==> config.mk <==
export PLATFORM = sky130hd
export DESIGN_NAME = pixel_out
export DESIGN_NICKNAME = d
export VERILOG_FILES = /design/src/hdl/video_pkg.sv /design/src/hdl/pixel_out.sv
export SDC_FILE = /design/constraint.sdc
export NUM_CORES = 1
export LEC_CHECK = 0
export BUFFER_PORTS_ARGS = -buffer_cell sky130_fd_sc_hd__buf_2
export CAP_MARGIN = 40
export CORE_ASPECT_RATIO = 1.2
export CORE_UTILIZATION = 30
export DETAILED_ROUTE_END_ITERATION = 8
export GPL_ROUTABILITY_DRIVEN = 0
export GPL_TIMING_DRIVEN = 0
export REMOVE_ABC_BUFFERS = 1
export SYNTH_ARGS = -nofsm -noshare
export SYNTH_HDL_FRONTEND = slang
export SYNTH_SLANG_ARGS = --single-unit
==> constraint.sdc <==
create_clock -name pclk -period 3.5 [get_ports pclk]
set_input_delay 0.525 -clock pclk [delete_from_list [all_inputs] [get_ports pclk]]
set_output_delay 0.525 -clock pclk [all_outputs]
set_load 0.03 [all_outputs]
==> src/hdl/video_pkg.sv <==
package video_pkg;

    // horizontal timing in pixels
    localparam int H_VISIBLE = 160;
    localparam int H_FRONT   = 8;
    localparam int H_SYNC    = 16;
    localparam int H_TOTAL   = 200;

    // vertical timing in lines
    localparam int V_VISIBLE = 120;
    localparam int V_FRONT   = 2;
    localparam int V_SYNC    = 2;
    localparam int V_TOTAL   = 130;

    localparam logic HS_ACTIVE = 1'b0;                  // hsync asserted low
    localparam logic VS_ACTIVE = 1'b0;                  // vsync asserted low

    localparam int H_CNT_W  = $clog2(H_TOTAL);          // 8 bits
    localparam int V_CNT_W  = $clog2(V_TOTAL);          // 8 bits
    localparam int PIPE_LAT = 3;                        // counters to rgb

    localparam int VRAM_AW        = 13;                 // 8k words
    localparam int PIX_PER_WORD   = 4;
    localparam int PIX_SEL_W      = $clog2(PIX_PER_WORD);
    localparam int WORDS_PER_LINE = H_VISIBLE / PIX_PER_WORD;   // 40

    localparam int COLOR_W     = 4;                     // bits per channel
    localparam int RGB_W       = 3 * COLOR_W;           // red in top bits
    localparam int PAL_ENTRIES = 16;
    localparam int PAL_IW      = $clog2(PAL_ENTRIES);
    localparam int PIX_WORD_W  = PIX_PER_WORD * PAL_IW; // 16

    typedef struct packed {
        logic [PIX_PER_WORD-1:0][PAL_IW-1:0] idx;       // idx[3] is leftmost
    } pix_bitmap_t;

    typedef struct packed {
        logic [PAL_IW-1:0]       fg;
        logic [PAL_IW-1:0]       bg;
        logic [PAL_IW-1:0]       rsvd;                  // ignored by the decoder
        logic [PIX_PER_WORD-1:0] pattern;               // msb is leftmost, 1 picks fg
    } pix_attr_t;

    // one vram word, read as bitmap or as attribute cell
    typedef union packed {
        pix_bitmap_t bm;
        pix_attr_t   at;
    } pix_word_u;

endpackage

==> src/hdl/pixel_out.sv <==
`timescale 1ns/1ns

module pixel_out import video_pkg::*; (
    input  logic                  pclk,
    input  logic                  rst_i,
    input  logic                  word_valid_i,
    input  logic [PIX_WORD_W-1:0] word_i,
    input  logic                  load_i,
    input  logic                  de_i,
    input  logic                  mode_attr_i,
    input  logic                  pal_we_i,
    input  logic [PAL_IW-1:0]     pal_idx_i,
    input  logic [RGB_W-1:0]      pal_rgb_i,
    output logic [COLOR_W-1:0]    red_o,
    output logic [COLOR_W-1:0]    green_o,
    output logic [COLOR_W-1:0]    blue_o
);

    pix_word_u            next_q;                   // word waiting for its group
    pix_word_u            shift_q;                  // word being displayed
    logic [PIX_SEL_W-1:0] px_q;                     // pixel within word, 0 leftmost
    logic [PIX_SEL_W-1:0] sel;
    logic [PAL_IW-1:0]    idx;
    logic [RGB_W-1:0]     pal_q [PAL_ENTRIES];
    logic [RGB_W-1:0]     rgb_q;

    always_ff @(posedge pclk) begin
        if (word_valid_i) begin
            next_q <= word_i;
        end
        if (load_i) begin
            shift_q <= next_q;
        end
    end

    assign sel = ~px_q;                             // leftmost pixel sits in the top slot

    always_comb begin
        if (mode_attr_i) begin
            idx = shift_q.at.pattern[sel] ? shift_q.at.fg : shift_q.at.bg;
        end else begin
            idx = shift_q.bm.idx[sel];
        end
    end

    always_ff @(posedge pclk) begin
        if (rst_i) begin
            for (int i = 0; i < PAL_ENTRIES; i++) begin
                pal_q[i] <= '0;
            end
            px_q  <= '0;
            rgb_q <= '0;
        end else begin
            if (pal_we_i) begin
                pal_q[pal_idx_i] <= pal_rgb_i;
            end
            px_q  <= load_i ? '0 : px_q + 1'b1;
            rgb_q <= pal_q[idx];                    // palette lookup is the last pipe stage
        end
    end

    // blank outside the active area
    assign red_o   = de_i ? rgb_q[3*COLOR_W-1:2*COLOR_W] : '0;
    assign green_o = de_i ? rgb_q[2*COLOR_W-1:COLOR_W]   : '0;
    assign blue_o  = de_i ? rgb_q[COLOR_W-1:0]           : '0;

endmodule

[Word-level counts from Yosys, hierarchy flattened]
Memory sizes are Yosys's and may differ from the RTL's. A register that Yosys moved wholly into a read port is not among the register bits.
Cells that the tools add are included.
Storage, ports and cells
  register bits after elaboration: 34
  bits in writable memories: 192
  output and inout port bits: 12
  word-level logic and storage cells: 26
  memories kept: 1
Cells by class
  add/sub/neg operators: 1
  magnitude comparators: 1
  mux-type cells: 17
  bitwise operators: 1
  reductions and logical operators: 2
Memory list
  pal_q: words 16, bits a word 12, rd ports 1, clocked after Yosys merged registers in 1, wr ports 16, RTL line pixel_out.sv:24  | logic [RGB_W-1:0] pal_q [PAL_ENTRIES];
Operators with widths (count)
  two-way mux 4 bit: 7
  two-way mux 12 bit: 1
  OR reduction 12 bit: 1
  binary-select mux 4 bit (select 2 bit): 1
  two-way mux 1 bit: 7
  < comparator 2 x 3 -> 1 bit (second input constant): 1
  adder 2 x 1 -> 2 bit (second input constant): 1
  binary-select mux 1 bit (select 2 bit): 1
  inverter 2 bit: 1
  OR reduction 2 bit: 1

[Logic depth before layout (Yosys ltp)]
  depth after elaboration: 5
  gate-level depth with buffers: 11
  gate-level depth less buffers: 7

[Worst setup path after synthesis]
OpenSTA, ideal clock, no wires.
  path type: input port to flip-flop
  from: in rst_i
  to: mem pal_q[2][0] in the netlist's numbering, enable pin
  library setup time: 398 ps
  arrival: 2230 ps
  path slack: 872 ps
  stages: 6
  buffers on the path: 2
  cell sequence: clkbuf_1 > inv_1 > nand2_1 > or3_1 > clkbuf_1 > o21ai_0
RTL lines
  start: declaration: RTL line pixel_out.sv:5  | input logic rst_i,
  end: declaration: RTL line pixel_out.sv:24

[Worst setup path in the final report]
  from: reg px_q[0]
  to: reg rgb_q[6] (read register of pal_q)
Between the ends
  longest elaborated chain between the ends: 5
RTL lines
  start: declaration: RTL line pixel_out.sv:21  | logic [PIX_SEL_W-1:0] px_q;
  start signal: assignment: RTL line pixel_out.sv:57  | px_q <= load_i ? '0 : px_q + 1'b1;
  inverter 2 bit (*): RTL line pixel_out.sv:36  | assign sel = ~px_q;
  binary-select mux 1 bit (select 2 bit): RTL line pixel_out.sv:40  | idx = shift_q.at.pattern[sel] ? shift_q.at.fg : shift_q.at.bg;
  two-way mux 1 bit (not written as such): RTL line pixel_out.sv:40
  two-way mux 4 bit: RTL line pixel_out.sv:40
  two-way mux 4 bit (*): RTL line pixel_out.sv:39  | if (mode_attr_i) begin
  end: declaration: RTL line pixel_out.sv:25  | logic [RGB_W-1:0] rgb_q;
Every way passes the cells marked *; elsewhere a longest branch is shown, timed or not. The select of a mux whose other input is x is not followed.
A chain may end at the register's enable or synchronous reset.

==> flow_summary_export.csv <==
group,metric,value,unit
placement,pre_cts_ws,-0.09320,ns
cts,cts_num_sinks,238,
drt,vias,6524,
worst_setup_path,crit_type,"flop to flop",
synth,yosys_register_bits,238,
placement,hpwl,16560,µm
layout,nets,952,
cts,cts_hold_buf,0,
timing,fin_ws,0.1673,ns
global_route,grt_antenna_before_repair,2,
layout,register_area,7008,µm²
timing,rsz0062_at_grt,"false",
power,vdd_drop_max,0.0004256,V
synth,ys_seq_area_share,66.19,%
job,drv_cap,0,
power,p_total,6789,µW
global_route,grt_pass1_wl,37860,µm
worst_setup_path,setup.worst_path.start_class,"flop",
synth,postSynthAreaPerCell,12.11,µm²
die,die-height,207.8,µm
worst_setup_path,path_buf_inv,1,
cts,clk_pin_slew,0.06,ns
timing,drv_slew,0,
worst_setup_path,cpPeakStageDelay,0.63,ns
layout,postLayoutCoreUtil,35.51,%
cts,post_cts_buffers,0,
synth,synth_compound_area_share,3.759,%
cts,clock_path_buffers,3,
placement,placed_area,11500,µm²
drt,wire_per_inst,18.15,µm
synth,synth_top_family_by_area,"simple AND/OR/NAND/NOR gates",
cts,cts_tree,"built",
timing,skew,0.009196,ns
power,power.density,549.1,nW/µm²
synth,async_reset_ff_share,0,%
cts,cts_buffers,25,
die,die_w,173.5,µm
timing,final_hold_viol_count,0,
drt,routed_via_density,4.680,
power,p_leak,0.004540,µW
timing,relSlewSlack,38.51,%
worst_setup_path,cp_cell_sequence,"mux4_2 -> mux2i_4 -> a21o_4 -> buf_16 -> mux2i_1 -> mux2i_1 -> o2111ai_1 -> o21ai_1",
synth,synthAdderAreaFrac,0,%
drt,first_pass_iters,5,
die,die-area,36040,µm²
worst_setup_path,required,3.87,ns
layout,drive_gt1_share,14.82,%
layout,fin_area,12360,µm²
timing,finalSetupViolCount,0,
placement,port_buffers,50,
synth,synthXorXnorAreaFrac,0.08274,%
timing,tightest_slew,0.9190,ns
timing,fmax,300.1,MHz
synth,synth_edf_count,224,
worst_setup_path,path_delay_family,"multiplexers",
synth,netlist_instances,874,
status,status,"completed",
die,rows,75,
global_route,overflow,0,
drt,drc,0,
drt,ant_nets,0,
synth,synthDistinctLibCells,30,
worst_setup_path,end_kind,"flop",
worst_setup_path,critical-path-slowest-cell,"mux4_2",
synth,synth_area_leader_cell,"edfxtp_1",
timing,fin_crit,3.333,ns
synth,ys.flop_type,"edfxtp_1",
cts,root_buffer,"clkbuf_16",
drt,routed_wl,25300,µm
synth,netlist_area,10590,µm²
hold_path,min_path_type,"input pin to flop",
die,start_util,30.40,%
synth,ys_warn_count,0,
global_route,grt_pass1_vias,6355,
synth,synth_top_area_share,63.55,%
layout,fillers,3340,
worst_setup_path,cp_max_fo,57,
global_route,grt_max_degree,58,
synth,synthTopCellsByCount,"edfxtp_1, and2_1, nand2_1, nand3_1, clkbuf_1",
die,core,34810,µm²
synth,synth_area_leaders,"edfxtp_1, and2_1, nand2_1",
synth,synth_mux_area_share,5.047,%
cts,htreeDepth,1,
worst_setup_path,critPathArrivalTime,3.70,ns
layout,area_growth,16.80,%
timing,period_share,95.22,%
cts,insertion_delay,0.51,ns
synth,synthSimpleGateAreaFrac,22.17,%
worst_setup_path,crit_top_cell,"mux2i_1",
layout,multi_input_area,3342,µm²
die,io-pin-count,51,
drt,drt-initial-drc-count,559,
global_route,grt_usage,13.99,%
synth,synth_most_common_cell,"edfxtp_1",
-- power breakdown --
group | total [µW] | switching [µW] | internal, µW
Sequential | 3350 | 49.8 | 3300
Combinational | 786 | 523 | 263
Clock | 2650 | 1070 | 1580
-- metal layers --
| layer | share of wire (%) | up-vias | track usage [%] |
|---|---|---|---|
| met5 | 0.032 | - | 0 |
| met4 | 4.3 | 2 | 6.469 |
| met3 | 5.7 | 47 | 2.363 |
| met2 | 50 | 180 | 24.14 |
| met1 | 40 | 3171 | 16.98 |
| li1 | - | 3124 | - |
-- final timing paths --
check,cells after the start,startpoint,slack (ns),end
min,1,word_i[14],0.19,next_q[14]
min reg2reg,0,next_q[7],0.42,shift_q[7]
max,8,px_q[0],0.17,rgb_q[6]
max reg2reg,8,px_q[0],0.17,rgb_q[6]
-- what timing repair did --
action	in CTS	in global routing
pin swaps	1	0
setup endpoints to repair	4	5
gates resized for setup	2	2
cloned	1	0
-- layout make-up --
class | instances | area share (%)
repair buffers | 76 | 4.807
well taps | 462 | 4.676
clock inverters | 12 | 0.9614
flip-flops and latches | 238 | 56.68
clock buffers | 33 | 5.789
multi-input cells | 571 | 27.03
inverters | 1 | 0.03036
diodes | 1 | 0.02024
-- cells in the final DEF, fill, tap and decap left out, types with 13 or more instances in the layout --
cell type	synthesis	routed
and2_1	206	206
buf_2	10	52
clkbuf_16	0	25
dfxtp_1	14	13
edfxtp_1	224	224
mux2i_1	41	40
nand2_1	155	155
nand3_1	63	63
nor2_1	18	17
o21ai_1	12	24
-- stage by stage --
stage	hold WS, ns	std cells	TNS [ns]
final	0.1926	1394	0
after CTS	0.1695	1393	0
after detailed placement	0.4045	1347	-0.1475
after global routing	0.1679	1393	0
after global placement	0.4034	1321	-39.13
after floorplan	0.4003	809	-9.885
-- flip-flops by register name, summed over array words and instances, names as in the netlist --
name     count
pal_q      192
next_q      16
shift_q     16
rgb_q       12
px_q         2
-- cell families after synthesis --
group	Yosys count
and+or+nand+nor	458
AOI/OAI and AO/OA	64
DFF	238
xor gates and xnor gates	1
buffers and inverters	66
muxes	47
No activity file was read; power rests on OpenSTA's default activity.
