[src/hdl/video_pkg.sv]
package video_pkg;

    // horizontal timing in pixels
    localparam int H_VISIBLE = 160;
    localparam int H_FRONT   = 8;
    localparam int H_SYNC    = 16;
    localparam int H_TOTAL   = 200;

    // vertical timing in lines
    localparam int V_VISIBLE = 120;
    localparam int V_FRONT   = 2;
    localparam int V_SYNC    = 2;
    localparam int V_TOTAL   = 130;

    localparam logic HS_ACTIVE = 1'b0;                  // hsync asserted low
    localparam logic VS_ACTIVE = 1'b0;                  // vsync asserted low

    localparam int H_CNT_W  = $clog2(H_TOTAL);          // 8 bits
    localparam int V_CNT_W  = $clog2(V_TOTAL);          // 8 bits
    localparam int PIPE_LAT = 3;                        // counters to rgb

    localparam int VRAM_AW        = 13;                 // 8k words
    localparam int PIX_PER_WORD   = 4;
    localparam int PIX_SEL_W      = $clog2(PIX_PER_WORD);
    localparam int WORDS_PER_LINE = H_VISIBLE / PIX_PER_WORD;   // 40

    localparam int COLOR_W     = 4;                     // bits per channel
    localparam int RGB_W       = 3 * COLOR_W;           // red in top bits
    localparam int PAL_ENTRIES = 16;
    localparam int PAL_IW      = $clog2(PAL_ENTRIES);
    localparam int PIX_WORD_W  = PIX_PER_WORD * PAL_IW; // 16

    typedef struct packed {
        logic [PIX_PER_WORD-1:0][PAL_IW-1:0] idx;       // idx[3] is leftmost
    } pix_bitmap_t;

    typedef struct packed {
        logic [PAL_IW-1:0]       fg;
        logic [PAL_IW-1:0]       bg;
        logic [PAL_IW-1:0]       rsvd;                  // ignored by the decoder
        logic [PIX_PER_WORD-1:0] pattern;               // msb is leftmost, 1 picks fg
    } pix_attr_t;

    // one vram word, read as bitmap or as attribute cell
    typedef union packed {
        pix_bitmap_t bm;
        pix_attr_t   at;
    } pix_word_u;

endpackage

[src/hdl/bus_pkg.sv]
package bus_pkg;

    localparam logic CS_ENABLED = 1'b0;                 // chip select active low
    localparam logic RNW_READ   = 1'b1;
    localparam logic RNW_WRITE  = 1'b0;

    localparam int REG_W = 16;                          // every register is one word

    localparam logic [3:0] REG_ADDR     = 4'd0;         // vram address
    localparam logic [3:0] REG_DATA     = 4'd1;         // vram data port
    localparam logic [3:0] REG_INCR     = 4'd2;         // address step
    localparam logic [3:0] REG_MODE     = 4'd3;         // bit 0 attribute mode
    localparam logic [3:0] REG_PAL_IDX  = 4'd4;
    localparam logic [3:0] REG_PAL_DATA = 4'd5;         // 12-bit rgb
    localparam logic [3:0] REG_STATUS   = 4'd6;         // bit 0 busy

endpackage

[src/hdl/vram_arbiter_fsm.sv]
`timescale 1ns/1ns

module vram_arbiter_fsm import video_pkg::*, bus_pkg::*; (
    input  logic               pclk,
    input  logic               rst_i,
    input  logic               fetch_i,
    input  logic [VRAM_AW-1:0] fetch_addr_i,
    input  logic               write_req_i,
    input  logic               prefetch_req_i,
    input  logic [VRAM_AW-1:0] host_addr_i,
    input  logic [REG_W-1:0]   host_wdata_i,
    output logic [VRAM_AW-1:0] mem_addr_o,
    output logic               mem_we_o,
    output logic [REG_W-1:0]   mem_wdata_o,
    input  logic [REG_W-1:0]   mem_rdata_i,
    output logic               write_done_o,
    output logic               read_done_o,
    output logic               word_valid_o,
    output logic [REG_W-1:0]   word_o
);

    // state names the access issued in the previous cycle
    // HOST_RD is the one-cycle read return to bus_regs
    typedef enum logic [1:0] {IDLE, FETCH, HOST_WR, HOST_RD} arb_state_e;

    arb_state_e state_q, state_d;
    logic       host_free;                          // port free for a host access
    logic       do_wr, do_rd;

    // requests stay high during the done cycle, so no second issue there
    assign host_free = !fetch_i && state_q != HOST_WR && state_q != HOST_RD;
    assign do_wr     = host_free && write_req_i;
    assign do_rd     = host_free && !write_req_i && prefetch_req_i;

    always_comb begin
        if (fetch_i) begin
            state_d = FETCH;                        // display always wins
        end else if (do_wr) begin
            state_d = HOST_WR;
        end else if (do_rd) begin
            state_d = HOST_RD;
        end else begin
            state_d = IDLE;
        end
    end

    always_ff @(posedge pclk) begin
        if (rst_i) begin
            state_q <= IDLE;
        end else begin
            state_q <= state_d;
        end
    end

    assign mem_addr_o  = fetch_i ? fetch_addr_i : host_addr_i;
    assign mem_we_o    = do_wr;
    assign mem_wdata_o = host_wdata_i;

    assign word_valid_o = state_q == FETCH;         // display word on the bus
    assign write_done_o = state_q == HOST_WR;
    assign read_done_o  = state_q == HOST_RD;       // host word on the bus
    assign word_o       = mem_rdata_i;              // vram read is already registered

endmodule

[config.mk]
export PLATFORM = sky130hd
export DESIGN_NAME = vram_arbiter_fsm
export DESIGN_NICKNAME = d
export VERILOG_FILES = /design/src/hdl/video_pkg.sv /design/src/hdl/bus_pkg.sv /design/src/hdl/vram_arbiter_fsm.sv
export SDC_FILE = /design/constraint.sdc
export NUM_CORES = 1
export LEC_CHECK = 0
export BUFFER_PORTS_ARGS = -buffer_cell sky130_fd_sc_hd__buf_4
export CAP_MARGIN = 0
export CORE_ASPECT_RATIO = 0.9
export CORE_MARGIN = 2
export CORE_UTILIZATION = 25
export CTS_CLUSTER_DIAMETER = 200
export CTS_CLUSTER_SIZE = 20
export DETAILED_ROUTE_END_ITERATION = 8
export MAX_ROUTING_LAYER = met4
export PLACE_DENSITY = 0.86
export SLEW_MARGIN = 10
export SYNTH_ARGS = -nofsm -noshare
export SYNTH_HDL_FRONTEND = slang
export SYNTH_SLANG_ARGS = --single-unit
[constraint.sdc]
create_clock -name pclk -period 2.55 [get_ports pclk]
set_clock_uncertainty 0.1 [all_clocks]
set_input_delay 0 -clock pclk [delete_from_list [all_inputs] [get_ports pclk]]
set_output_delay 0 -clock pclk [all_outputs]
set_load 0.01 [all_outputs]
Word level (Yosys, flattened, before mapping)
Cells that the tools add are included.

Input port bits: 63. Output and inout port bits: 49. Register bits after elaboration: 2.

Eq/ne operators: 5. Reduce and logical (&&, ||, !) cells: 8. Multiplexer cells: 4.

Operators by type and width (count): 13-bit 2-to-1 mux (1); 1-bit logical AND (5); 2-bit == test (second input constant) (2); 2-bit 2-to-1 mux (2); 2-bit != test (second input constant) (2); 2-bit by 1-bit == test with 1-bit output (second input constant) (1); 1-bit logical NOT (2); 2-bit OR reduction (1); 1-bit 2-to-1 mux (1).

Longest topological paths before layout
Depth in word-level cells: 8. Gate-level depth with buffers: 4.

Worst setup path after synthesis
No wires, ideal clock.

Kind: register to register. From: register state_q[1]. To: register state_q[0]. Buffers on the path: 0. Stages on the path, launching flop included: 3. Arrival time: 794 ps. Path slack: 1586 ps. Required time: 2380 ps. Cells stage by stage: dfxtp_1 > or3b_1 > a21oi_1.

Word-level cells in the longest chain between the ends: 8. Elaborated cells on any way between the ends: 10.

RTL lines: start: declaration (RTL line vram_arbiter_fsm.sv:26) `arb_state_e state_q, state_d;`; start signal: assignment (RTL line vram_arbiter_fsm.sv:51) `state_q <= state_d;`; 2-bit != test (RTL line vram_arbiter_fsm.sv:31) `assign host_free = !fetch_i && state_q != HOST_WR && state_q != HOST_RD;`; 1-bit logical AND (RTL line vram_arbiter_fsm.sv:31); 1-bit logical AND (*) (RTL line vram_arbiter_fsm.sv:31); 1-bit logical AND (2 in a row) (RTL line vram_arbiter_fsm.sv:33) `assign do_rd = host_free && !write_req_i && prefetch_req_i;`; 2-bit 2-to-1 mux (RTL line vram_arbiter_fsm.sv:40) `end else if (do_rd) begin`; 2-bit 2-to-1 mux (*) (RTL line vram_arbiter_fsm.sv:38) `end else if (do_wr) begin`; 1-bit 2-to-1 mux (*) (RTL line vram_arbiter_fsm.sv:36) `if (fetch_i) begin`.

Every way passes the cells marked *; elsewhere a longest branch is shown, timed or not. A chain may end at the register's enable or synchronous reset.

Final worst setup path
From: input port prefetch_req_i. To: register state_q[0].

Word-level cells in the longest chain between the ends: 4.

RTL lines: start: declaration (RTL line vram_arbiter_fsm.sv:9) `input logic prefetch_req_i,`; 1-bit logical AND (RTL line vram_arbiter_fsm.sv:33); 2-bit 2-to-1 mux (RTL line vram_arbiter_fsm.sv:40); 2-bit 2-to-1 mux (RTL line vram_arbiter_fsm.sv:38); 1-bit 2-to-1 mux (RTL line vram_arbiter_fsm.sv:36).

No other way between the ends.

==> key figures <==
Floorplan
  • Core Rows: 15
  • Initial Util: 0.265
  • Core Region: around 0.0019 mm2
  • Die height: 46.8 um
  • Die ar.: 0.00241 mm2
  • Die X: 51.5 um
  • Ports: about 110

Yosys
  • Mapped Area: 508 um2
  • Top cells by area, synth: buf_4 (47%), mux2_2 (29%), dfxtp_1 (7.9%), buf_8 (3.0%), buf_6 (2.2%)
  • Flops & latches, synth: 2
  • Syn Nets: 121
  • Top cell type's share of synthesized area: 0.473
  • Avg Synthesized Cell Area: 8.76 um2
  • Syn Inst Count: 58
  • Synth area leader: buf_4
  • Post-synth cell types: 14
  • Seq/Total Area, Yosys: 0.0788
  • Yosys warns: 0

Clock network
  • Sink Count: 2
  • CTS Root Cell: clkbuf_4
  • CTS tree: yes
  • Later-pin clock latency in the skew report: 0.22 ns
  • Clock-pin slew on the worst setup and hold paths: 0.03 ns
  • Clk buf depth: 2
  • Resized cells post-CTS: 0
  • CTS buffer count: 3
  • # H-tree levels: 1
  • Hold-fix buffers, CTS: 36
  • Postcts setup bufs: 0

Global route
  • GRT Util Overall: 0.138
  • First-pass GRT wire length: roughly 2.2 mm
  • Largest net degree at the start of global routing: 17
  • Vias in the first global route: 516
  • Initial antenna violation count: 0
  • Congestion Overflow GR: 0

Finish
  • Storage cell area: 40.0 um2
  • Max FFs per register: 2
  • Fill cells: 182
  • N_diodes: 0
  • Area occupied by multi-input gates: 198 um2
  • Top Registers: state_q: 2 flops
  • Non-Filler Instances: approximately 140
  • Share of cells above drive strength 1: 0.573
  • Biggest register: state_q
  • P&R area growth vs syn: 98.5%
  • Fin nets: 175
  • Commonest non-fill, non-tap cell in the layout: buf_4
  • Most frequent cells in the layout: buf_4 (47), dlygate4sd3_1 (36), mux2_2 (13)

Critical path
  • Worst path required time: 2.61 ns
  • R2R setup slack: 0.97 ns
  • Arrival time worst endpoint: 1.69 ns
  • Critical path startpoint category: primary input
  • CP endpoint kind: register
  • Worst-path maximum fanout: 2
  • Kind of critical path: in -> reg

Timing
  • TNS Setup: 0 ns
  • RSZ-0062 raised after global routing: no
  • Worst-Margin Slew: 0.219 ns
  • Pins Over Slew Limit: 0
  • Final setup fails: 0
  • Fmax: 615 MHz
  • Fin. Hold Viols: 0
  • Final worst slack: 0.925 ns
  • Min cycle time layout: 1.63 ns
  • Final period util: 0.637
  • Max-slew headroom: 0.853

Routing
  • Drc violations: 0
  • WL per Instance: 13.6 um
  • WL final: 1.83 mm
  • Via density: 4.25
  • Max layer used: met3
  • Met3 WL: 243 um
  • Routed vias: ~570
  • Met1 WL: 493 um
  • ANT nets after route: 0
  • DRT Pass-1 Iters: 1
  • Metal2 WL: around 1.1 mm
  • DRT iter0 DRCs: 0

Pwr
  • Logic pwr share: 0.612
  • Pint: 192 uW
  • Reg power frac: 0.129
  • Switching portion of total power: 0.292
  • Worst vdd ir: 0.000143 V
  • Leak pwr: slightly below 0.0005 uW
  • Pwr per Cell Area: 269 mW/mm2
  • Net switching power: between 70 and 80 uW
  • Clock power share: 0.259

Place
  • Final HPWL DP: 1.18 mm
  • RePlAce Congestion: 0.743
  • Placed cells: 96
  • Dpl ws: 1.54 ns
  • PortBufs: 47

Worst hold path
  • Min-Delay Path Class: in -> reg

Outcome
  • Status: finished, final reports clean

Run
  • # Max-Cap Violations: 0
==> cell families (layout without fill, tap and decap cells) <==
group / count (synthesis) / in the layout / share of synthesized area
compound gates: 1 / 1 / 0.00984
flops: 2 / 2 / 0.0788
simple gates: 7 / 7 / 0.0912
buf+inv: 35 / 87 / 0.532
mux: 13 / 13 / 0.288
==> synth_stat cells <==
cell and instances:
nor2_1 1, nor4_1 1, buf_4 32, and2b_1 1
or3b_1 1, and2_1 1, a21oi_1 1, nor2b_1 1
mux2_2 13, nor3b_1 1, inv_1 1, buf_6 1
dfxtp_1 2, buf_8 1
==> worst paths after layout <==
kind	startpoint	endpoint	cells past startpoint
max	prefetch_req_i	state_q[0]	5
min	fetch_i	state_q[1]	2
max reg2reg	state_q[1]	state_q[0]	3
min reg2reg	state_q[1]	state_q[1]	1
==> area by class of cell <==
type                            count  area share
Inverter                            1     0.00372
Sequential cell                     2      0.0397
Timing Repair Buffer               83       0.707
Clock buffer                        3      0.0223
Multi-Input combinational cell     21       0.196
Tap cell                           25      0.0310
==> worst max-delay path, stage by stage <==
cell and delay, ns:
dlygate4sd3_1 0.53, buf_4 0.11, or3b_1 0.34, a21oi_1 0.16
dlygate4sd3_1 0.56
==> power by group through the flow <==
stage               logic [uW]  clock network, uW  registers (uW)
detailed placement         105                  0            35.5
floorplan                 93.3                  0            35.1
finish                     166               70.2            35.1
global route               176               76.1            35.3
global placement           103                  0            35.2
CTS                        167               74.2            35.1
==> metal layers <==
layer	up-vias	track usage
met4	0	0.0474
met1	249	0.115
met2	61	0.300
li1	264	-
met5	-	-
met3	0	0.0287
==> metrics by stage <==
stage,total power (uW),util,cell area [um2],hold slack (ns)
final,271,0.527,1010,0.0179
after global routing,288,0.527,1010,0.0324
after CTS,276,0.527,1010,0.0181
after detailed placement,141,0.327,626,-0.0999
after global placement,139,0.327,626,-0.0999
after floorplan,128,-,508,-0.0309
Note: power is estimated with default switching activity, not from simulation.
