File: src/hdl/video_pkg.sv
package video_pkg;

    // horizontal timing in pixels
    localparam int H_VISIBLE = 160;
    localparam int H_FRONT   = 8;
    localparam int H_SYNC    = 16;
    localparam int H_TOTAL   = 200;

    // vertical timing in lines
    localparam int V_VISIBLE = 120;
    localparam int V_FRONT   = 2;
    localparam int V_SYNC    = 2;
    localparam int V_TOTAL   = 130;

    localparam logic HS_ACTIVE = 1'b0;                  // hsync asserted low
    localparam logic VS_ACTIVE = 1'b0;                  // vsync asserted low

    localparam int H_CNT_W  = $clog2(H_TOTAL);          // 8 bits
    localparam int V_CNT_W  = $clog2(V_TOTAL);          // 8 bits
    localparam int PIPE_LAT = 3;                        // counters to rgb

    localparam int VRAM_AW        = 13;                 // 8k words
    localparam int PIX_PER_WORD   = 4;
    localparam int PIX_SEL_W      = $clog2(PIX_PER_WORD);
    localparam int WORDS_PER_LINE = H_VISIBLE / PIX_PER_WORD;   // 40

    localparam int COLOR_W     = 4;                     // bits per channel
    localparam int RGB_W       = 3 * COLOR_W;           // red in top bits
    localparam int PAL_ENTRIES = 16;
    localparam int PAL_IW      = $clog2(PAL_ENTRIES);
    localparam int PIX_WORD_W  = PIX_PER_WORD * PAL_IW; // 16

    typedef struct packed {
        logic [PIX_PER_WORD-1:0][PAL_IW-1:0] idx;       // idx[3] is leftmost
    } pix_bitmap_t;

    typedef struct packed {
        logic [PAL_IW-1:0]       fg;
        logic [PAL_IW-1:0]       bg;
        logic [PAL_IW-1:0]       rsvd;                  // ignored by the decoder
        logic [PIX_PER_WORD-1:0] pattern;               // msb is leftmost, 1 picks fg
    } pix_attr_t;

    // one vram word, read as bitmap or as attribute cell
    typedef union packed {
        pix_bitmap_t bm;
        pix_attr_t   at;
    } pix_word_u;

endpackage

File: src/hdl/bus_pkg.sv
package bus_pkg;

    localparam logic CS_ENABLED = 1'b0;                 // chip select active low
    localparam logic RNW_READ   = 1'b1;
    localparam logic RNW_WRITE  = 1'b0;

    localparam int REG_W = 16;                          // every register is one word

    localparam logic [3:0] REG_ADDR     = 4'd0;         // vram address
    localparam logic [3:0] REG_DATA     = 4'd1;         // vram data port
    localparam logic [3:0] REG_INCR     = 4'd2;         // address step
    localparam logic [3:0] REG_MODE     = 4'd3;         // bit 0 attribute mode
    localparam logic [3:0] REG_PAL_IDX  = 4'd4;
    localparam logic [3:0] REG_PAL_DATA = 4'd5;         // 12-bit rgb
    localparam logic [3:0] REG_STATUS   = 4'd6;         // bit 0 busy

endpackage

File: src/hdl/bus_regs.sv
`timescale 1ns/1ns

module bus_regs import video_pkg::*, bus_pkg::*; (
    input  logic               pclk,
    input  logic               rst_i,
    input  logic               bus_cs_n_i,
    input  logic               bus_rd_nwr_i,
    input  logic               bus_bytesel_i,       // 0 upper, 1 lower
    input  logic [3:0]         bus_reg_num_i,
    input  logic [7:0]         bus_data_i,
    output logic [7:0]         bus_data_o,
    output logic               write_req_o,
    output logic               prefetch_req_o,
    output logic [VRAM_AW-1:0] vram_addr_o,
    output logic [REG_W-1:0]   wr_data_o,
    input  logic               write_done_i,
    input  logic               read_done_i,
    input  logic [REG_W-1:0]   rd_data_i,
    output logic               mode_attr_o,
    output logic               pal_we_o,
    output logic [PAL_IW-1:0]  pal_idx_o,
    output logic [RGB_W-1:0]   pal_rgb_o
);

    logic               strobe_wr, strobe_rd;
    logic               commit;                     // lower byte write ends the word
    logic               data_rd_lo;                 // lower byte read of REG_DATA
    logic [7:0]         hi_q;                       // upper byte held until commit
    logic [REG_W-1:0]   wr_word;
    logic [REG_W-1:0]   rd_word;
    logic [VRAM_AW-1:0] addr_q, incr_q;
    logic               mode_q;
    logic [PAL_IW-1:0]  pal_idx_q;
    logic [RGB_W-1:0]   pal_rgb_q;
    logic               pal_we_q;
    logic [REG_W-1:0]   wbuf_q, rbuf_q;
    logic               write_q, prefetch_q;        // level requests to the arbiter

    assign strobe_wr  = bus_cs_n_i == CS_ENABLED && bus_rd_nwr_i == RNW_WRITE;
    assign strobe_rd  = bus_cs_n_i == CS_ENABLED && bus_rd_nwr_i == RNW_READ;
    assign commit     = strobe_wr && bus_bytesel_i;
    assign data_rd_lo = strobe_rd && bus_bytesel_i && bus_reg_num_i == REG_DATA;
    assign wr_word    = {hi_q, bus_data_i};

    always_ff @(posedge pclk) begin
        if (strobe_wr && !bus_bytesel_i) begin
            hi_q <= bus_data_i;
        end
        if (commit && bus_reg_num_i == REG_DATA) begin
            wbuf_q <= wr_word;
        end
        if (commit && bus_reg_num_i == REG_PAL_DATA) begin
            pal_rgb_q <= wr_word[RGB_W-1:0];
        end
        if (read_done_i) begin
            rbuf_q <= rd_data_i;                    // prefetched word for the host
        end
    end

    always_ff @(posedge pclk) begin
        if (rst_i) begin
            addr_q     <= '0;
            incr_q     <= '0;
            mode_q     <= 1'b0;                     // bitmap
            pal_idx_q  <= '0;
            pal_we_q   <= 1'b0;
            write_q    <= 1'b0;
            prefetch_q <= 1'b0;
        end else begin
            pal_we_q <= 1'b0;                       // single cycle pulse
            if (pal_we_q) begin
                pal_idx_q <= pal_idx_q + 1'b1;      // step after the entry is written
            end
            if (write_done_i) begin
                write_q <= 1'b0;
                addr_q  <= addr_q + incr_q;
            end
            if (read_done_i) begin
                prefetch_q <= 1'b0;
            end
            if (data_rd_lo) begin
                addr_q     <= addr_q + incr_q;      // advance, then fetch the next word
                prefetch_q <= 1'b1;
            end
            if (commit) begin
                case (bus_reg_num_i)
                    REG_ADDR: begin
                        addr_q     <= wr_word[VRAM_AW-1:0];
                        prefetch_q <= 1'b1;
                    end
                    REG_DATA:     write_q   <= 1'b1;
                    REG_INCR:     incr_q    <= wr_word[VRAM_AW-1:0];
                    REG_MODE:     mode_q    <= wr_word[0];
                    REG_PAL_IDX:  pal_idx_q <= wr_word[PAL_IW-1:0];
                    REG_PAL_DATA: pal_we_q  <= 1'b1;
                    default:      ;
                endcase
            end
        end
    end

    always_comb begin
        case (bus_reg_num_i)
            REG_ADDR:     rd_word = REG_W'(addr_q);
            REG_DATA:     rd_word = rbuf_q;
            REG_INCR:     rd_word = REG_W'(incr_q);
            REG_MODE:     rd_word = REG_W'(mode_q);
            REG_PAL_IDX:  rd_word = REG_W'(pal_idx_q);
            REG_PAL_DATA: rd_word = REG_W'(pal_rgb_q);
            REG_STATUS:   rd_word = REG_W'(write_q | prefetch_q);   // busy
            default:      rd_word = '0;
        endcase
    end

    assign bus_data_o = !strobe_rd     ? 8'h00 :
                        bus_bytesel_i ? rd_word[7:0] : rd_word[15:8];

    assign write_req_o    = write_q;
    assign prefetch_req_o = prefetch_q;
    assign vram_addr_o    = addr_q;
    assign wr_data_o      = wbuf_q;
    assign mode_attr_o    = mode_q;
    assign pal_we_o       = pal_we_q;
    assign pal_idx_o      = pal_idx_q;
    assign pal_rgb_o      = pal_rgb_q;

endmodule

File: config.mk
export PLATFORM = sky130hd
export DESIGN_NAME = bus_regs
export DESIGN_NICKNAME = d
export VERILOG_FILES = /design/src/hdl/video_pkg.sv /design/src/hdl/bus_pkg.sv /design/src/hdl/bus_regs.sv
export SDC_FILE = /design/constraint.sdc
export NUM_CORES = 1
export LEC_CHECK = 0
export ABC_AREA = 1
export BUFFER_PORTS_ARGS = -buffer_cell sky130_fd_sc_hd__buf_2
export CAP_MARGIN = 20
export CORE_MARGIN = 3
export CORE_UTILIZATION = 30
export CTS_CLUSTER_SIZE = 10
export DETAILED_ROUTE_END_ITERATION = 10
export PLACE_DENSITY_LB_ADDON = 0.1
export SYNTH_ARGS = -nofsm -noshare
export SYNTH_HDL_FRONTEND = slang
export SYNTH_SLANG_ARGS = --single-unit
File: constraint.sdc
create_clock -name pclk -period 1.9 [get_ports pclk]
set_clock_uncertainty 0.1 [all_clocks]
set_input_delay 0.095 -clock pclk [delete_from_list [all_inputs] [get_ports pclk]]
set_output_delay 0.095 -clock pclk [all_outputs]
set_load 0.02 [all_outputs]
; Yosys cells after proc, flatten, opt, wreduce, memory -nomap -nowiden
; Index checks and enable logic that the tools add are counted.
[totals]
rom_bits = 0
wordCells = 54
inputBits = 35
output_inout_bits = 57
regBits = 86
n_memories = 0
latch_bits = 0
ram_bits = 0
[op_classes]
n_bitwise = 4
magnitude_cmp = 0
muxes = 18
div = 0
addsub = 2
shift = 0
n_eq_ne = 6
reduce_logical = 13
multipliers = 0
[ops]
columns = cell, count
row1 = $pmux 16 s7, 1
row2 = $mux 13, 4
row3 = $mux 8, 2
row4 = $add 13x13->13, 1
row5 = $eq 4x3->1 const B, 3
row6 = $mux 4, 3
row7 = $eq 4x2->1 const B, 2
row8 = $logic_and 1x1->1, 8
row9 = $mux 1, 8
row10 = $add 4x1->4 const B, 1
row11 = $eq 4x1->1 const B, 1
row12 = $logic_not 4->1, 1
row13 = $reduce_and 2->1, 2
row14 = $not 1->1, 3
row15 = $reduce_or 2->1, 1
row16 = $logic_not 1->1, 1
row17 = $or 1x1->1, 1

; Logic depth before layout (Yosys ltp)
[depth]
word_depth = 7
mapped_depth = 11
depth_no_buf = 11

; Worst setup path before layout
; Ideal clock, no wire load.
[synth_timing]
path_type = reg-to-reg
from = register addr_q[0], in the netlist vram_addr_o[0]
to = register addr_q[8], in the netlist vram_addr_o[8]
path_stages_with_launch = 11
n_path_buf = 0
t_arrival_ns = 1.646
setup_time_ns = 0.127
required_ns = 1.673
period_less_slack_ns = 1.873
slack_ns = 0.027
cell_sequence = dfxtp_1 -> ha_1 -> fa_1 -> nand3_1 -> nand3_1 -> nand2_1 -> nand2_1 -> xnor2_1 -> nand2_1 -> nand2_1 -> a21oi_1
[synth_between]
elab_chain_len = 5
[synth_lines]
columns = element, line_no
row1 = start: declaration, bus_regs.sv:31  ; logic [VRAM_AW-1:0] addr_q, incr_q;
row2 = start signal: assignment, bus_regs.sv:76  ; addr_q <= addr_q + incr_q;
row3 = start signal: assignment, bus_regs.sv:82  ; addr_q <= addr_q + incr_q;
row4 = start signal: assignment, bus_regs.sv:88  ; addr_q <= wr_word[VRAM_AW-1:0];
row5 = $add 13x13->13 (*), "bus_regs.sv:76, bus_regs.sv:82"
row6 = $mux 13, bus_regs.sv:74  ; if (write_done_i) begin
row7 = $mux 13 (*), bus_regs.sv:81  ; if (data_rd_lo) begin
row8 = $mux 13, bus_regs.sv:86  ; case (bus_reg_num_i)
row9 = $mux 13 (*), bus_regs.sv:85  ; if (commit) begin
; Every way passes the cells marked *; elsewhere a longest branch is shown, timed or not.
; A chain may end at the register's enable or synchronous reset.

; Final worst setup path
[layout_timing]
from = register pal_rgb_q[2], in the netlist pal_rgb_o[2]
to = output bus_data_o[2]
[layout_between]
elab_chain_len = 3
[layout_lines]
columns = element, line_no
row1 = start: declaration, bus_regs.sv:34  ; logic [RGB_W-1:0] pal_rgb_q;
row2 = start signal: assignment, bus_regs.sv:53  ; pal_rgb_q <= wr_word[RGB_W-1:0];
row3 = $pmux 16 s7, bus_regs.sv:103  ; case (bus_reg_num_i)
row4 = $mux 8, bus_regs.sv:116  ; bus_bytesel_i ? rd_word[7:0] : rd_word[15:8];
row5 = $mux 8, bus_regs.sv:115  ; assign bus_data_o = !strobe_rd ? 8'h00 :
row6 = end: declaration, bus_regs.sv:11  ; output logic [7:0] bus_data_o,
; Every way passes these cells.

==> results.md <==
- Number of global-route vias before repair: 3679
- First-pass GRT wire length: between 20000 and 25000 um
- Placed cell count: ~780
- Tmin final: 1.814 ns
- Final Worst Setup Slack: around 0.086 ns
- Seq/Total Area, Yosys: 52.44%
- Routability cong.: just under 0.9
- Grt met2 use: between 20% and 30%
- Final hold vios: 0
- Post-Synth XOR/XNOR Area: roughly 1.6%
- CTS buffer count: 9
- Max Buffers Root-to-Sink: 2
- Skew-Pair Late Insertion Delay: 0.34 ns
- Leak: approximately 2.6 nW
- Final wirelength: 13770 um
- I/O Buffers: 91
- CTS root buf: clkbuf_16
- R2R Path Start: vram_addr_o[0]
- Synth Register Bits: 86
- Iter 0 DRT Violations: around 300
- Commonest non-fill, non-tap cells in the layout: 126 x nand2_1, 91 x buf_2, 59 x inv_1
- Detail Route Antenna Nets: 0
- Share of cells above drive strength 1: 23.91%
- Crit path arrival time: roughly 1.6 ns
- TritonCTS clock tree: yes
- Crit path max fanout: 2
- Largest family of logic cells by synthesized area: simple AND/OR/NAND/NOR gates
- R2r worst-path depth: 8
- Period utilization: a little over nine tenths
- Pwr per Cell Area: 775.2 nW/um^2
- Syn nets: 547
- Worst Max-Slew Pin Slew: roughly 0.38 ns
- Die span in y: between 100 and 150 um
- Crit path to: bus_data_o[2]
- Finished Cell Area: 5670 sq um
- Cell Rows: 42
- Global-route track usage on met3: roughly 3.4%
- RSZ-0062 raised after global routing: no
- GRT overflow: 0
- Max_cap viols: 0
- WL/cell: 16.87 um
- WHS: ~0.019 ns
- Hold crit path type: in2reg
- Slew HR: about 74%
- Die Footprint: 15720 sq um
- H-tree levels: 3
- Critical path class: reg2out
- Post-synth ARST share: 0%
- Drt drc: 0
- Max Slew Vio Count: 0
- Filler cells: between 1000 and 1500
- Setup TNS: 0 ns
- CP Launch Type: register
- CP Capture Type: primary output
- Simple-gate share of the synthesized area: between 20 and 25%
- Top Usage Layer GRT: met2
- Register area: ~2200 sq um
- Initial core utilization: between 30% and 40%
- Non-Filler Instances: roughly 800
- Via density: approximately 4.7
- Primary FF master, synth: edfxtp_1
- Synth cell types: 35
- Syn Area/Cell: approximately 8.6 sq um
- Postcts setup bufs: 0
- Core area: around 14000 sq um
- Die Wd: between 100 and 150 um
- Worst R2R Setup Slack: ~0.15 ns
- Synth Instances: about 500
- DP Wirelength: about 11000 um
- FMAX: between 0.5 and 0.6 GHz
- YS warnings: 0
- Area of the multi-input gates: ~1700 sq um
- Initial antenna violation count: 0
- Total GRT Usage: 17.74%
- EDFF count, synth: between 50 and 60
- VDD IR max: between 600 and 700 uV
- Clock slew at reported path FFs: 0.07 ns
- DR pass1 iterations: 5
- Outcome: finished, final reports clean
- Synth Cell Area: between 4000 and 5000 sq um
- Final Setup Violations: 0
- Area Growth Syn to Fin: 32.63%
- CP Data Required Time: between 1.5 and 2 ns
- Largest net degree at the start of global routing: 25
- Met1 Use GR: about 26%
- Via count: 3829
- Compound-gate portion of the synthesized area: about an eighth
- I/O pin cnt: just over 90
- Number of diodes: 0
- Final net count: 684
- Dpl ws: 0.05318 ns
- Reg2reg end: vram_addr_o[6]
- Multiplexer area fraction after synthesis: 0%
- CTS Sinks: 86
- CP startpoint: pal_rgb_o[2]
- Dpl cell area: 5072 sq um
- Commonest non-fill, non-tap cell in the layout: nand2_1
- Post-Synth Adder-Cell Area: under 10%
-- worst max-delay path, stage by stage, from the launching register on --
cell and delay [ns]:
edfxtp_1 0.41, nand2_1 0.08, o21ai_0 0.15, a211oi_1 0.32
a21oi_1 0.13, buf_2 0.18
-- what timing repair did --
action,4_1_cts,5_1_grt
endpoints found under the setup margin,0,6
hold buffers,25,0
resized for setup,0,5
hold endpoints to repair,43,0
-- per-layer routing --
layer | up-vias | wire length (um)
met3 | 8 | 622
li1 | 1937 | -
met5 | - | 0
met1 | 1773 | 6745
met2 | 111 | 6256
met4 | 0 | 141
-- cell usage after synthesis, drive strengths merged (6+ instances only) --
master	number	area share (%)
nand3	24	2.8
edfxtp	52	37
o21ai	43	5.0
nand2	129	11
ha	13	3.8
nand4	6	0.88
dfxtp	34	16
buf	8	1.3
inv	66	5.9
a31oi	7	1.0
nor2	52	5.4
a21oi	29	3.5
-- stage by stage --
stage / utilization [%] / total power [W]
2_1_floorplan: - / 0.002297
3_3_place_gp: 37.27 / 0.002475
3_5_place_dp: 37.27 / 0.002478
4_1_cts: 41.46 / 0.004442
5_1_grt: 41.66 / 0.004579
6_report: 41.66 / 0.004396
-- sequential cells by signal, indices dropped and copies added, names as in the netlist --
register	cells
pal_idx_o	4
incr_q	13
pal_we_o	1
write_req_o	1
pal_rgb_o	12
mode_attr_o	1
prefetch_req_o	1
vram_addr_o	13
wr_data_o	16
hi_q	8
rbuf_q	16
-- power by group --
group / leakage [nW] / total, W / internal (W) / switching [W]
clock network: 0.153 / 0.00192 / 0.00116 / 0.000763
registers: 0.758 / 0.00207 / 0.00204 / 0.0000364
logic: 1.67 / 0.000403 / 0.000163 / 0.000240
-- worst min path at each step --
| stage | startpoint | to | slack (ns) | cells after the start |
|---|---|---|---|---|
| final | write_done_i | write_req_o | 0.02 | 4 |
| after global routing | write_done_i | write_req_o | 0.04 | 4 |
| after CTS | write_done_i | write_req_o | 0.03 | 4 |
| after detailed placement | rd_data_i[4] | rbuf_q[4] | 0.17 | 1 |
| after global placement | rd_data_i[7] | rbuf_q[7] | 0.17 | 1 |
| after floorplan | bus_data_i[0] | hi_q[0] | 0.09 | 0 |
-- kinds of logic (layout without fill, tap and decap cells) --
kind of cell | after synthesis | after routing
compound gates | 93 | 93
xor+xnor | 8 | 8
flops | 86 | 86
simple gates | 218 | 218
buf+inv | 79 | 221
fa+ha+maj | 14 | 14
-- area by class of cell --
cell class	instances	share of cell area (%)
Clock inverter	7	1.677
Multi-Input combinational cell	333	30.58
Tap cell	176	3.883
Timing Repair Buffer	139	15.93
Clock buffer	9	3.972
Inverter	66	4.413
Sequential cell	86	39.54
Note: power is estimated with default switching activity, not from simulation.
